[src/scurve_apb_pkg.sv]
`default_nettype none

package scurve_apb_pkg;

  localparam int APB_ADDR_W = 8;
  localparam int APB_DATA_W = 32;

  typedef logic [APB_ADDR_W-1:0] apb_addr_t;
  typedef logic [APB_DATA_W-1:0] apb_data_t;

  // Register map.
  localparam apb_addr_t ADDR_CTRL   = 8'h00;
  localparam apb_addr_t ADDR_RANGE  = 8'h04;
  localparam apb_addr_t ADDR_WINDOW = 8'h08;
  localparam apb_addr_t ADDR_STATUS = 8'h0c;
  localparam apb_addr_t ADDR_DATA   = 8'h10;

  localparam int CTRL_START_BIT   = 0;   // Write one to start a scan.
  localparam int RANGE_START_LSB  = 0;
  localparam int RANGE_STOP_LSB   = 8;
  localparam int RANGE_STEP_LSB   = 16;
  localparam int WINDOW_LEN_LSB   = 0;
  localparam int STATUS_BUSY_BIT  = 0;
  localparam int STATUS_EMPTY_BIT = 1;
  localparam int STATUS_FULL_BIT  = 2;
  localparam int STATUS_LEVEL_LSB = 4;   // Level sits in bits 8:4.
  localparam int DATA_WORD_LSB    = 0;

endpackage

`default_nettype wire

[src/scurve_pkg.sv]
`default_nettype none

package scurve_pkg;

  // Scan data widths.
  typedef logic [7:0]  dac_t;        // Threshold DAC code.
  typedef logic [7:0]  hit_count_t;  // Hits counted in one window.
  typedef logic [15:0] window_t;     // Window length in clock cycles.

  // Result word. Upper byte is the DAC code, lower byte the hit count.
  typedef logic [15:0] fifo_word_t;

  localparam hit_count_t HIT_MAX = 8'hff;  // Saturation value.

  localparam int FIFO_DEPTH  = 16;
  localparam int FIFO_ADDR_W = 4;

  typedef logic [FIFO_ADDR_W:0] fifo_level_t;  // 0 to FIFO_DEPTH.

  typedef enum logic [1:0] {
    SCAN_IDLE,
    SCAN_COUNT,
    SCAN_PUSH,
    SCAN_NEXT
  } scan_state_t;

endpackage

`default_nettype wire

[src/scurve_apb_regs.sv]
`default_nettype none

module scurve_apb_regs (
  input  wire logic                      clk,
  input  wire logic                      rst_n,
  input  wire logic                      psel,
  input  wire logic                      penable,
  input  wire logic                      pwrite,
  input  wire scurve_apb_pkg::apb_addr_t paddr,
  input  wire scurve_apb_pkg::apb_data_t pwdata,
  input  wire logic                      busy,
  input  wire logic                      fifo_empty,
  input  wire logic                      fifo_full,
  input  wire scurve_pkg::fifo_level_t   fifo_level,
  input  wire scurve_pkg::fifo_word_t    head_word,
  output scurve_apb_pkg::apb_data_t      prdata,
  output logic                           pslverr,
  output logic                           start,
  output scurve_pkg::dac_t               dac_start,
  output scurve_pkg::dac_t               dac_stop,
  output scurve_pkg::dac_t               dac_step,
  output scurve_pkg::window_t            window_len,
  output logic                           pop
);

  logic                      rd_acc;
  logic                      wr_acc;
  logic                      mapped;
  logic                      data_rd;
  scurve_apb_pkg::apb_data_t cfg_rdata;   // Captured in the setup cycle.
  scurve_apb_pkg::apb_data_t status_word;

  assign rd_acc  = psel && penable && !pwrite;
  assign wr_acc  = psel && penable && pwrite;
  assign data_rd = rd_acc && (paddr == scurve_apb_pkg::ADDR_DATA);
  assign pop     = data_rd && !fifo_empty;

  always_comb begin
    case (paddr)
      scurve_apb_pkg::ADDR_CTRL,
      scurve_apb_pkg::ADDR_RANGE,
      scurve_apb_pkg::ADDR_WINDOW,
      scurve_apb_pkg::ADDR_STATUS,
      scurve_apb_pkg::ADDR_DATA: mapped = 1'b1;
      default:                   mapped = 1'b0;
    endcase
  end

  assign pslverr = psel && penable && (!mapped || (data_rd && fifo_empty));

  always_comb begin
    status_word = '0;
    status_word[scurve_apb_pkg::STATUS_BUSY_BIT]  = busy;
    status_word[scurve_apb_pkg::STATUS_EMPTY_BIT] = fifo_empty;
    status_word[scurve_apb_pkg::STATUS_FULL_BIT]  = fifo_full;
    status_word[scurve_apb_pkg::STATUS_LEVEL_LSB +: $bits(scurve_pkg::fifo_level_t)] = fifo_level;
  end

  always_comb begin
    prdata = '0;
    if (rd_acc) begin
      case (paddr)
        scurve_apb_pkg::ADDR_RANGE,
        scurve_apb_pkg::ADDR_WINDOW: prdata = cfg_rdata;
        scurve_apb_pkg::ADDR_STATUS: prdata = status_word;
        scurve_apb_pkg::ADDR_DATA: begin
          if (!fifo_empty) begin  // Empty read returns zero.
            prdata[scurve_apb_pkg::DATA_WORD_LSB +: $bits(scurve_pkg::fifo_word_t)] = head_word;
          end
        end
        default: prdata = '0;
      endcase
    end
  end

  always_ff @(posedge clk or negedge rst_n) begin
    if (!rst_n) begin
      start      <= 1'b0;
      dac_start  <= '0;
      dac_stop   <= '0;
      dac_step   <= '0;
      window_len <= '0;
      cfg_rdata  <= '0;
    end else begin
      start <= wr_acc && (paddr == scurve_apb_pkg::ADDR_CTRL)
               && pwdata[scurve_apb_pkg::CTRL_START_BIT];
      if (wr_acc && (paddr == scurve_apb_pkg::ADDR_RANGE)) begin
        dac_start <= pwdata[scurve_apb_pkg::RANGE_START_LSB +: $bits(scurve_pkg::dac_t)];
        dac_stop  <= pwdata[scurve_apb_pkg::RANGE_STOP_LSB +: $bits(scurve_pkg::dac_t)];
        dac_step  <= pwdata[scurve_apb_pkg::RANGE_STEP_LSB +: $bits(scurve_pkg::dac_t)];
      end
      if (wr_acc && (paddr == scurve_apb_pkg::ADDR_WINDOW)) begin
        window_len <= pwdata[scurve_apb_pkg::WINDOW_LEN_LSB +: $bits(scurve_pkg::window_t)];
      end
      // Config readback is staged during the setup cycle.
      if (psel && !penable && !pwrite) begin
        cfg_rdata <= '0;
        if (paddr == scurve_apb_pkg::ADDR_RANGE) begin
          cfg_rdata[scurve_apb_pkg::RANGE_START_LSB +: $bits(scurve_pkg::dac_t)] <= dac_start;
          cfg_rdata[scurve_apb_pkg::RANGE_STOP_LSB +: $bits(scurve_pkg::dac_t)]  <= dac_stop;
          cfg_rdata[scurve_apb_pkg::RANGE_STEP_LSB +: $bits(scurve_pkg::dac_t)]  <= dac_step;
        end else if (paddr == scurve_apb_pkg::ADDR_WINDOW) begin
          cfg_rdata[scurve_apb_pkg::WINDOW_LEN_LSB +: $bits(scurve_pkg::window_t)] <= window_len;
        end
      end
    end
  end

endmodule

`default_nettype wire

[src/scurve_data_fifo.sv]
`default_nettype none

module scurve_data_fifo (
  input  wire logic                     clk,
  input  wire logic                     rst_n,
  input  wire scurve_pkg::fifo_word_t   din,
  input  wire logic                     wr_en,
  input  wire logic                     rd_en,
  output scurve_pkg::fifo_word_t        dout,
  output logic                          full,
  output logic                          empty,
  output scurve_pkg::fifo_level_t       level
);

  scurve_pkg::fifo_word_t mem [scurve_pkg::FIFO_DEPTH];

  logic [scurve_pkg::FIFO_ADDR_W-1:0] wr_ptr;
  logic [scurve_pkg::FIFO_ADDR_W-1:0] rd_ptr;
  logic                               do_wr;
  logic                               do_rd;

  assign full  = (level == scurve_pkg::fifo_level_t'(scurve_pkg::FIFO_DEPTH));
  assign empty = (level == '0);

  // Overflow and underflow requests are dropped.
  assign do_wr = wr_en && !full;
  assign do_rd = rd_en && !empty;

  assign dout = mem[rd_ptr];  // Head word, first-word-fall-through.

  always_ff @(posedge clk or negedge rst_n) begin
    if (!rst_n) begin
      wr_ptr <= '0;
      rd_ptr <= '0;
    end else begin
      if (do_wr) begin
        wr_ptr <= wr_ptr + 1'b1;  // Wraps at the depth.
      end
      if (do_rd) begin
        rd_ptr <= rd_ptr + 1'b1;
      end
    end
  end

  always_ff @(posedge clk or negedge rst_n) begin
    if (!rst_n) begin
      level <= '0;
    end else if (do_wr && !do_rd) begin
      level <= level + 1'b1;
    end else if (do_rd && !do_wr) begin
      level <= level - 1'b1;
    end
  end

  // Storage comes up cleared.
  always_ff @(posedge clk or negedge rst_n) begin
    if (!rst_n) begin
      for (int i = 0; i < scurve_pkg::FIFO_DEPTH; i++) begin
        mem[i] <= '0;
      end
    end else if (do_wr) begin
      mem[wr_ptr] <= din;
    end
  end

endmodule

`default_nettype wire

[src/scurve_scan_ctrl.sv]
`default_nettype none

module scurve_scan_ctrl (
  input  wire logic                   clk,
  input  wire logic                   rst_n,
  input  wire logic                   start,
  input  wire scurve_pkg::dac_t       dac_start,
  input  wire scurve_pkg::dac_t       dac_stop,
  input  wire scurve_pkg::dac_t       dac_step,
  input  wire scurve_pkg::window_t    window_len,
  input  wire logic                   hit,
  input  wire logic                   fifo_full,
  output logic                        busy,
  output scurve_pkg::dac_t            dac_code,
  output logic                        window_open,
  output logic                        push,
  output scurve_pkg::fifo_word_t      push_word
);

  scurve_pkg::scan_state_t state;

  // Configuration captured at start.
  scurve_pkg::dac_t    cfg_stop;
  scurve_pkg::dac_t    cfg_step;
  scurve_pkg::window_t cfg_window;

  scurve_pkg::window_t    win_cnt;   // Cycles left in the open window.
  scurve_pkg::hit_count_t hit_cnt;

  logic [8:0] next_code;  // One extra bit to see a pass beyond 255.
  logic       last_point;

  assign busy        = (state != scurve_pkg::SCAN_IDLE);
  assign window_open = (state == scurve_pkg::SCAN_COUNT);
  assign push        = (state == scurve_pkg::SCAN_PUSH) && !fifo_full;
  assign push_word   = {dac_code, hit_cnt};

  assign next_code = {1'b0, dac_code} + {1'b0, cfg_step};

  // A carry into bit 8 always lands above any stop code.
  assign last_point = (next_code > {1'b0, cfg_stop});

  always_ff @(posedge clk or negedge rst_n) begin
    if (!rst_n) begin
      state    <= scurve_pkg::SCAN_IDLE;
      dac_code <= '0;
      win_cnt  <= '0;
    end else begin
      case (state)
        scurve_pkg::SCAN_IDLE: begin
          if (start) begin  // Start pulses during a scan are not seen here.
            dac_code <= dac_start;
            state    <= scurve_pkg::SCAN_NEXT;
          end
        end

        // Code settles for one cycle before the window opens.
        scurve_pkg::SCAN_NEXT: begin
          win_cnt <= cfg_window;
          state   <= scurve_pkg::SCAN_COUNT;
        end

        scurve_pkg::SCAN_COUNT: begin
          if (win_cnt <= scurve_pkg::window_t'(1)) begin
            state <= scurve_pkg::SCAN_PUSH;
          end else begin
            win_cnt <= win_cnt - 1'b1;
          end
        end

        scurve_pkg::SCAN_PUSH: begin
          if (!fifo_full) begin  // Wait here while the FIFO is full.
            if (last_point) begin
              state <= scurve_pkg::SCAN_IDLE;
            end else begin
              dac_code <= next_code[7:0];
              state    <= scurve_pkg::SCAN_NEXT;
            end
          end
        end

        default: begin
          state <= scurve_pkg::SCAN_IDLE;
        end
      endcase
    end
  end

  always_ff @(posedge clk) begin
    if ((state == scurve_pkg::SCAN_IDLE) && start) begin
      cfg_stop   <= dac_stop;
      cfg_step   <= (dac_step == '0) ? scurve_pkg::dac_t'(1) : dac_step;
      cfg_window <= (window_len == '0) ? scurve_pkg::window_t'(1) : window_len;
    end
  end

  // Saturating hit counter, cleared before each window.
  always_ff @(posedge clk) begin
    if (state == scurve_pkg::SCAN_NEXT) begin
      hit_cnt <= '0;
    end else if (window_open && hit && (hit_cnt != scurve_pkg::HIT_MAX)) begin
      hit_cnt <= hit_cnt + 1'b1;
    end
  end

endmodule

`default_nettype wire

[src/scurve_top.sv]
`default_nettype none

module scurve_top (
  input  wire logic                      clk,
  input  wire logic                      rst_n,
  input  wire logic                      psel,
  input  wire logic                      penable,
  input  wire logic                      pwrite,
  input  wire scurve_apb_pkg::apb_addr_t paddr,
  input  wire scurve_apb_pkg::apb_data_t pwdata,
  output scurve_apb_pkg::apb_data_t      prdata,
  output logic                           pslverr,
  input  wire logic                      hit,
  output scurve_pkg::dac_t               dac_code,
  output logic                           window_open
);

  // Register file to scan controller.
  logic                   start;
  logic                   busy;
  scurve_pkg::dac_t       dac_start;
  scurve_pkg::dac_t       dac_stop;
  scurve_pkg::dac_t       dac_step;
  scurve_pkg::window_t    window_len;

  // FIFO side.
  logic                   push;
  logic                   pop;
  logic                   full;
  logic                   empty;
  scurve_pkg::fifo_word_t push_word;
  scurve_pkg::fifo_word_t head_word;
  scurve_pkg::fifo_level_t level;

  scurve_apb_regs u_apb_regs (
    .clk        (clk),
    .rst_n      (rst_n),
    .psel       (psel),
    .penable    (penable),
    .pwrite     (pwrite),
    .paddr      (paddr),
    .pwdata     (pwdata),
    .busy       (busy),
    .fifo_empty (empty),
    .fifo_full  (full),
    .fifo_level (level),
    .head_word  (head_word),
    .prdata     (prdata),
    .pslverr    (pslverr),
    .start      (start),
    .dac_start  (dac_start),
    .dac_stop   (dac_stop),
    .dac_step   (dac_step),
    .window_len (window_len),
    .pop        (pop)
  );

  scurve_scan_ctrl u_scan_ctrl (
    .clk         (clk),
    .rst_n       (rst_n),
    .start       (start),
    .dac_start   (dac_start),
    .dac_stop    (dac_stop),
    .dac_step    (dac_step),
    .window_len  (window_len),
    .hit         (hit),
    .fifo_full   (full),
    .busy        (busy),
    .dac_code    (dac_code),
    .window_open (window_open),
    .push        (push),
    .push_word   (push_word)
  );

  scurve_data_fifo u_data_fifo (
    .clk   (clk),
    .rst_n (rst_n),
    .din   (push_word),
    .wr_en (push),
    .rd_en (pop),
    .dout  (head_word),
    .full  (full),
    .empty (empty),
    .level (level)
  );

endmodule

`default_nettype wire

[config.mk]
export PLATFORM = sky130hd
export DESIGN_NAME = scurve_top
export DESIGN_NICKNAME = d
export VERILOG_FILES = /design/src/scurve_apb_pkg.sv /design/src/scurve_pkg.sv /design/src/scurve_apb_regs.sv /design/src/scurve_data_fifo.sv /design/src/scurve_scan_ctrl.sv /design/src/scurve_top.sv
export SDC_FILE = /design/constraint.sdc
export NUM_CORES = 1
export LEC_CHECK = 0
export BUFFER_PORTS_ARGS = -buffer_cell sky130_fd_sc_hd__buf_2
export CORE_ASPECT_RATIO = 1.5
export CORE_MARGIN = 8
export CORE_UTILIZATION = 35
export CTS_CLUSTER_SIZE = 20
export DETAILED_ROUTE_END_ITERATION = 10
export GPL_ROUTABILITY_DRIVEN = 0
export PLACE_DENSITY = 0.56
export SKIP_CTS_REPAIR_TIMING = 1
export SYNTH_ARGS = -nofsm -noshare
export SYNTH_HDL_FRONTEND = slang
export SYNTH_SLANG_ARGS = --single-unit
[constraint.sdc]
create_clock -name clk -period 7.1 [get_ports clk]
set_input_delay 0.71 -clock clk [delete_from_list [all_inputs] [get_ports clk]]
set_output_delay 0.71 -clock clk [all_outputs]
set_load 0.03 [all_outputs]
**Word level (Yosys, flattened, before mapping)**

Cells that the tools add are included.

- Bitwise logic cells: 2
- Multiplexer cells: 27
- Eq/ne operators: 14
- Reductions and logical operators: 44
- Order comparisons: 5
- $add $sub $neg: 7

Operators by type and width:

| operator | number |
|---|---|
| 256-bit bitwise mux | 1 |
| 16-bit 2-to-1 mux | 7 |
| 16-bit binary-select mux with 4-bit select | 1 |
| 16-bit demux with 4-bit select | 1 |
| 16-bit case mux with 3 select lines | 1 |
| 8-bit 2-to-1 mux | 5 |
| 32-bit 2-to-1 mux | 1 |
| 16-bit case mux with 2 select lines | 1 |
| 1-bit logical AND | 22 |
| 8-bit by 4-bit equality test with 1-bit output, second input constant | 2 |
| 16-bit by 1-bit <= comparator with 1-bit output, second input constant | 1 |
| 16-bit logical NOT | 1 |
| 8-bit logical NOT | 2 |
| 8-bit case mux with 2 select lines | 1 |
| 16-bit by 1-bit subtractor with 16-bit output, second input constant | 1 |
| 5-bit greater-or-equal comparator, second input constant | 2 |
| 5-bit 2-to-1 mux | 2 |
| 2-bit inequality test, second input constant | 5 |
| 4-bit NOT with 5-bit output | 2 |
| 8-bit by 8-bit adder with 9-bit output | 1 |
| 9-bit by 8-bit > comparator with 1-bit output | 1 |
| 4-bit by 1-bit adder with 4-bit output, second input constant | 2 |
| 8-bit by 1-bit adder with 8-bit output, second input constant | 1 |
| 8-bit by 3-bit equality test with 1-bit output, second input constant | 1 |
| 21 further kinds | 34 |

- Logic and storage cells: 131
- Output and inout port bits: 42
- Register bits after elaboration: 400
- Input bits: 46

**Depth between registers and ports, before layout**

- Word-level depth: 8
- Mapped depth: 13
- Mapped depth without buffers: 12

**By module**

From an unflattened synthesis, not the netlist that was laid out.

- Cell total of the unflattened synthesis: 1439
- Area, all modules: 19621.3 um^2

Modules (own cells, without submodules):

| module | times used | area an instance (um^2) | cells an instance | sequential area each (um^2) |
|---|---|---|---|---|
| scurve_data_fifo | 1 | 12754.7 | 842 | 6731.5 |
| scurve_scan_ctrl | 1 | 3607.2 | 341 | 1771.7 |
| scurve_apb_regs | 1 | 3259.4 | 256 | 1626.6 |

**Worst setup path before layout**

Ideal clock, no wire load.

- Path kind: reg-to-reg
- From: register u_scan_ctrl.dac_code[0]
- To: register u_scan_ctrl.dac_code[0]
- Buffers on the path: 1
- Required time: 6.975 ns
- Data arrival time: 3.102 ns
- Setup slack: 3.874 ns
- Cell stages (with the launch flop): 14
- Period minus slack after synthesis: 3.226 ns
- Library setup time: 0.125 ns
- Cells stage by stage: dfrtp_1 -> ha_1 -> fa_1 -> a211oi_1 -> o21bai_1 -> a21oi_1 -> xnor2_1 -> ha_1 -> a21o_1 -> a21oi_1 -> a22o_1 -> a41o_1 -> buf_2 -> mux2_2

- Cells in the longest elaborated chain, start to end: 4
- Elaborated cells between the ends (all ways): 7
- Classes of those cells: add/sub (1); order compare (1); eq/ne (1); mux (3); reduce/logical (1)

Ends and longest elaborated chain:

| what | RTL line | text |
|---|---|---|
| start: declaration | scurve_scan_ctrl.sv:14 | `output scurve_pkg::dac_t dac_code,` |
| start signal: assignment | scurve_scan_ctrl.sv:52 | `dac_code <= dac_start;` |
| start signal: assignment | scurve_scan_ctrl.sv:76 | `dac_code <= next_code[7:0];` |
| 8-bit by 8-bit adder with 9-bit output * | scurve_scan_ctrl.sv:38 | `assign next_code = {1'b0, dac_code} + {1'b0, cfg_step};` |
| 9-bit by 8-bit > comparator with 1-bit output or 8-bit 2-to-1 mux (tied branches) | scurve_scan_ctrl.sv:41, scurve_scan_ctrl.sv:73 |  |
| 2-bit inequality test (no line) or 8-bit 2-to-1 mux (tied branches) | -- |  |
| 4-bit AND reduction (no line) or 8-bit case mux with 2 select lines (tied branches) | -- |  |

Mark *: on every way between the ends. The rest lies on a longest branch, timed or not. The select of a mux whose other input is x is not followed.
A chain may end at the register's enable or synchronous reset.

**Worst setup path after layout**

- From: register u_data_fifo.rd_ptr[0] (netlist bit)
- To: output prdata[7]

- Cells in the longest elaborated chain, start to end: 7

Ends and longest elaborated chain:

| what | RTL line | text |
|---|---|---|
| start: declaration | scurve_data_fifo.sv:18 | `logic [scurve_pkg::FIFO_ADDR_W-1:0] rd_ptr;` |
| start signal: assignment | scurve_data_fifo.sv:40 | `rd_ptr <= rd_ptr + 1'b1;` |
| 4-bit NOT with 5-bit output (implied by the code) | scurve_data_fifo.sv:29 | `assign dout = mem[rd_ptr];` |
| 16-bit binary-select mux with 4-bit select | scurve_data_fifo.sv:29 |  |
| 16-bit 2-to-1 mux (implied by the code) (2 in series) | scurve_data_fifo.sv:29 |  |
| 16-bit 2-to-1 mux | scurve_apb_regs.sv:67 | `if (!fifo_empty) begin` |
| 16-bit case mux with 3 select lines | scurve_apb_regs.sv:62 | `case (paddr)` |
| 32-bit 2-to-1 mux | scurve_apb_regs.sv:61 | `if (rd_acc) begin` |
| end: declaration | scurve_top.sv:11 | `output scurve_apb_pkg::apb_data_t prdata,` |

Every way passes these cells. The select of a mux whose other input is x is not followed.

==> out/metrics.json <==
{
  "floorplan.initialDensity": 0.354,
  "mappedNetlistArea_um2": 19000,
  "net_switching_share_of_the_total_power": 0.310,
  "grt_setup_unrepaired": "false",
  "synthesis.instances": 1356,
  "post-dp-hpwl_mm": 31.5,
  "drt-total-wl_mm": 48.5,
  "finalHoldViolations": 0,
  "dr_total_vias": 11100,
  "synthesis.yosys.warnings": 0,
  "die_width_um": 206,
  "ioPinCount": 88,
  "max-vdd-ir-drop_v": 0.000196,
  "final_layout_size_suffix_gt1_frac": 0.407,
  "period_utilization_post_route": 0.630,
  "antenna_cells_inserted": 0,
  "timing.critical_path.from_type": "flop",
  "power.share.combinational": 0.193,
  "fin_crit_ns": 4.48,
  "core.rowCount": 104,
  "drtPass1Iterations": 5,
  "drv_slew": 0,
  "core_ar_um2": 53700,
  "antenna_violations_before_repair": 0,
  "setup_viol_count_final": 0,
  "tightest_slew_ns": 1.20,
  "chipHeight_um": 302,
  "crit_required_ns": 6.39,
  "tritoncts": "done",
  "grt_max_degree": 160,
  "nFillCells": 5052,
  "gr-usage-all-layers": 0.158,
  "syn_avg_cell_area_um2": 14.0,
  "grt_pass1_wl_mm": 74.5,
  "synthArstFlopShare": 0.900,
  "hold_class": "in -> async",
  "worst-setup-path-type": "reg -> out",
  "synth.ff_latch_count": 400,
  "timing.clock.skew_ns": 0.0209,
  "nNetsFinal": 1435,
  "post-layout-total-power_w": 0.00616,
  "yosys_most_used_dff": "dfrtp_1",
  "cts.sinks": 400,
  "synth-seq-area-share": 0.532,
  "grt_pass1_vias": 11800,
  "slew_headroom": 0.199,
  "vias_per_cell": 5.32,
  "detail_route.iter0.violations": 560,
  "ys_types": 69,
  "clkPwrFrac": 0.344,
  "clock_tree.root_cell": "clkbuf_16",
  "power_leakage_nw": 9.80,
  "setup_total_negative_slack_ns": 0,
  "internal_power_w": 0.00425,
  "cts_htree_levels": 2,
  "timing.max_cap.violations": 0,
  "clock_latency_ns": 0.55,
  "gr-total-overflow": 0,
  "clk_pin_slew_ns": 0.07,
  "max-clock-path-buffers": 3,
  "power.sequential.fraction": 0.463,
  "worst_setup_path_end_kind": "output port",
  "outcome": "completed",
  "maxClockFrequency_ghz": 0.223,
  "drc": 0,
  "numCtsBuffers": 38,
  "syn_to_final_growth_pct": 10.1,
  "place.port_buffers": 71,
  "drt-wirelength-per-cell_um": 23.3,
  "cp.arrival_ns": 3.77,
  "p_per_area_nw_per_um2": 294,
  "synth_enable_flop_cells": 32,
  "largest_fanout_on_the_critical_path": 36,
  "antenna_left": 0,
  "net_switching_power_of_the_design_w": 0.00191,
  "die_area_um2": 62300
}
[power groups by stage]
| stage | combinational [W] | sequential (W) | clock (W) |
|---|---|---|---|
| 2_1_floorplan | 0.00101 | 0.00270 | 0 |
| 3_3_place_gp | 0.00115 | 0.00288 | 0 |
| 3_5_place_dp | 0.00119 | 0.00290 | 0 |
| 4_1_cts | 0.00120 | 0.00286 | 0.00217 |
| 5_1_grt | 0.00130 | 0.00290 | 0.00225 |
| 6_report | 0.00119 | 0.00285 | 0.00212 |
[critical path, stage by stage, from the launching register on]
cell and delay [ns]:
dfrtp_4 0.92, buf_4 0.69, mux4_2 0.61, mux4_2 0.49
inv_1 0.12, o22ai_1 0.10, buf_2 0.21
[worst paths after layout]
check	from	end	slack [ns]	depth (start not counted)
max in group asynchronous	rst_n	u_data_fifo.mem[190]$_DFFE_PN0P_	5.23	2
hold reg to reg	u_apb_regs.dac_stop[2]$_DFFE_PN0P_	u_scan_ctrl.cfg_stop[2]$_DFFE_PP_	0.48	0
setup reg to reg	u_scan_ctrl.dac_code[0]$_DFFE_PN0P_	u_scan_ctrl.dac_code[6]$_DFFE_PN0P_	2.91	12
min in group clk	pwdata[21]	u_apb_regs.dac_step[5]$_DFFE_PN0P_	0.39	2
setup / recovery	u_data_fifo.rd_ptr[0]$_DFFE_PN0P_	prdata[7]	2.62	6
hold / removal	rst_n	u_data_fifo.mem[130]$_DFFE_PN0P_	0.22	1
[cell usage in the layout (no fill, tap or decap), types with 14 or more instances in the layout]
cell type	instances
mux2_2	301
and3_1	14
buf_2	70
inv_1	36
edfxtp_1	32
mux2i_1	18
o21ai_0	48
mux4_2	80
clkbuf_16	39
a21oi_1	25
dfrtp_1	358
nor2_1	39
ha_1	28
nand2_1	61
xnor2_1	15
[through the flow]
stage | setup WS [ns] | cell area (um2) | util | std cells | hold slack (ns)
floorplan | 3.87 | 19100 | - | 1363 | 0.414
global placement | 3.12 | 19700 | 0.367 | 2008 | 0.456
detailed placement | 2.97 | 19700 | 0.367 | 2008 | 0.461
CTS | 2.54 | 21000 | 0.390 | 2077 | 0.334
global route | 2.38 | 21000 | 0.390 | 2077 | 0.366
finish | 2.62 | 21000 | 0.390 | 2077 | 0.225
[state kept, by name, indices dropped and copies added (netlist names)]
name                    flops
u_apb_regs.cfg_rdata       24
u_apb_regs.dac_stop         8
u_scan_ctrl.win_cnt        16
u_apb_regs.window_len      16
u_data_fifo.mem           256
u_apb_regs.start            1
u_scan_ctrl.dac_code        8
u_scan_ctrl.state           2
u_scan_ctrl.hit_cnt         8
u_apb_regs.dac_start        8
u_data_fifo.wr_ptr          4
u_data_fifo.rd_ptr          4
u_scan_ctrl.cfg_stop        8
u_apb_regs.dac_step         8
u_data_fifo.level           5
u_scan_ctrl.cfg_window     16
u_scan_ctrl.cfg_step        8
[per-layer routing]
layer / GRT usage / vias up / share of wire
met4: 0.0601 / 0 / 0.033
met5: 0 / - / 0
met1: 0.179 / 5843 / 0.39
met2: 0.295 / 200 / 0.54
met3: 0.0207 / 82 / 0.033
li1: - / 4931 / -
[Yosys cell counts, types with 3 or more instances]
cell | number | area (um2)
dfrtp_1 | 360 | 9010
mux2_2 | 301 | 3390
mux4_2 | 80 | 1800
clkbuf_1 | 65 | 244
nand2_1 | 61 | 229
o21ai_0 | 48 | 240
nor2_1 | 39 | 146
inv_1 | 36 | 135
edfxtp_1 | 32 | 961
ha_1 | 28 | 350
a21oi_1 | 25 | 125
buf_2 | 19 | 95.1
buf_6 | 18 | 203
mux2i_1 | 18 | 180
buf_4 | 17 | 128
xnor2_1 | 15 | 131
and3_1 | 14 | 87.6
mux2_4 | 12 | 180
nand3_1 | 12 | 60.1
o22ai_1 | 12 | 75.1
nand2_4 | 10 | 113
nor3_1 | 10 | 50.1
nand4_1 | 9 | 56.3
xor2_1 | 9 | 78.8
dfxtp_1 | 8 | 160
nand2_2 | 8 | 50.1
o2bb2ai_1 | 8 | 70.1
a21o_1 | 7 | 52.6
a22oi_1 | 7 | 52.6
buf_1 | 7 | 26.3
a211oi_1 | 5 | 37.5
nor4_1 | 5 | 31.3
a22o_1 | 3 | 26.3
nor2b_1 | 3 | 18.8
[cells by family after synthesis]
logic type	after synthesis	share of synthesized area
and+or+nand+nor	188	0.0540
xor gates and xnor gates	24	0.0110
muxes	411	0.291
buffers and inverters	163	0.0438
adders and majority gates	30	0.0205
DFF	400	0.532
AOI/OAI and AO/OA	139	0.0471
other	1	0.000197
[layout make-up]
type / count / area, um2 / area share
Clock buffer: 55 / 1100 / 0.0522
Clock inverter: 14 / 178 / 0.00847
Inverter: 37 / 139 / 0.00662
Multi-Input combinational cell: 800 / 8110 / 0.386
Sequential cell: 400 / 10100 / 0.483
Tap cell: 689 / 862 / 0.0411
Timing Repair Buffer: 82 / 460 / 0.0219
Power figures use the tool's default switching activity.
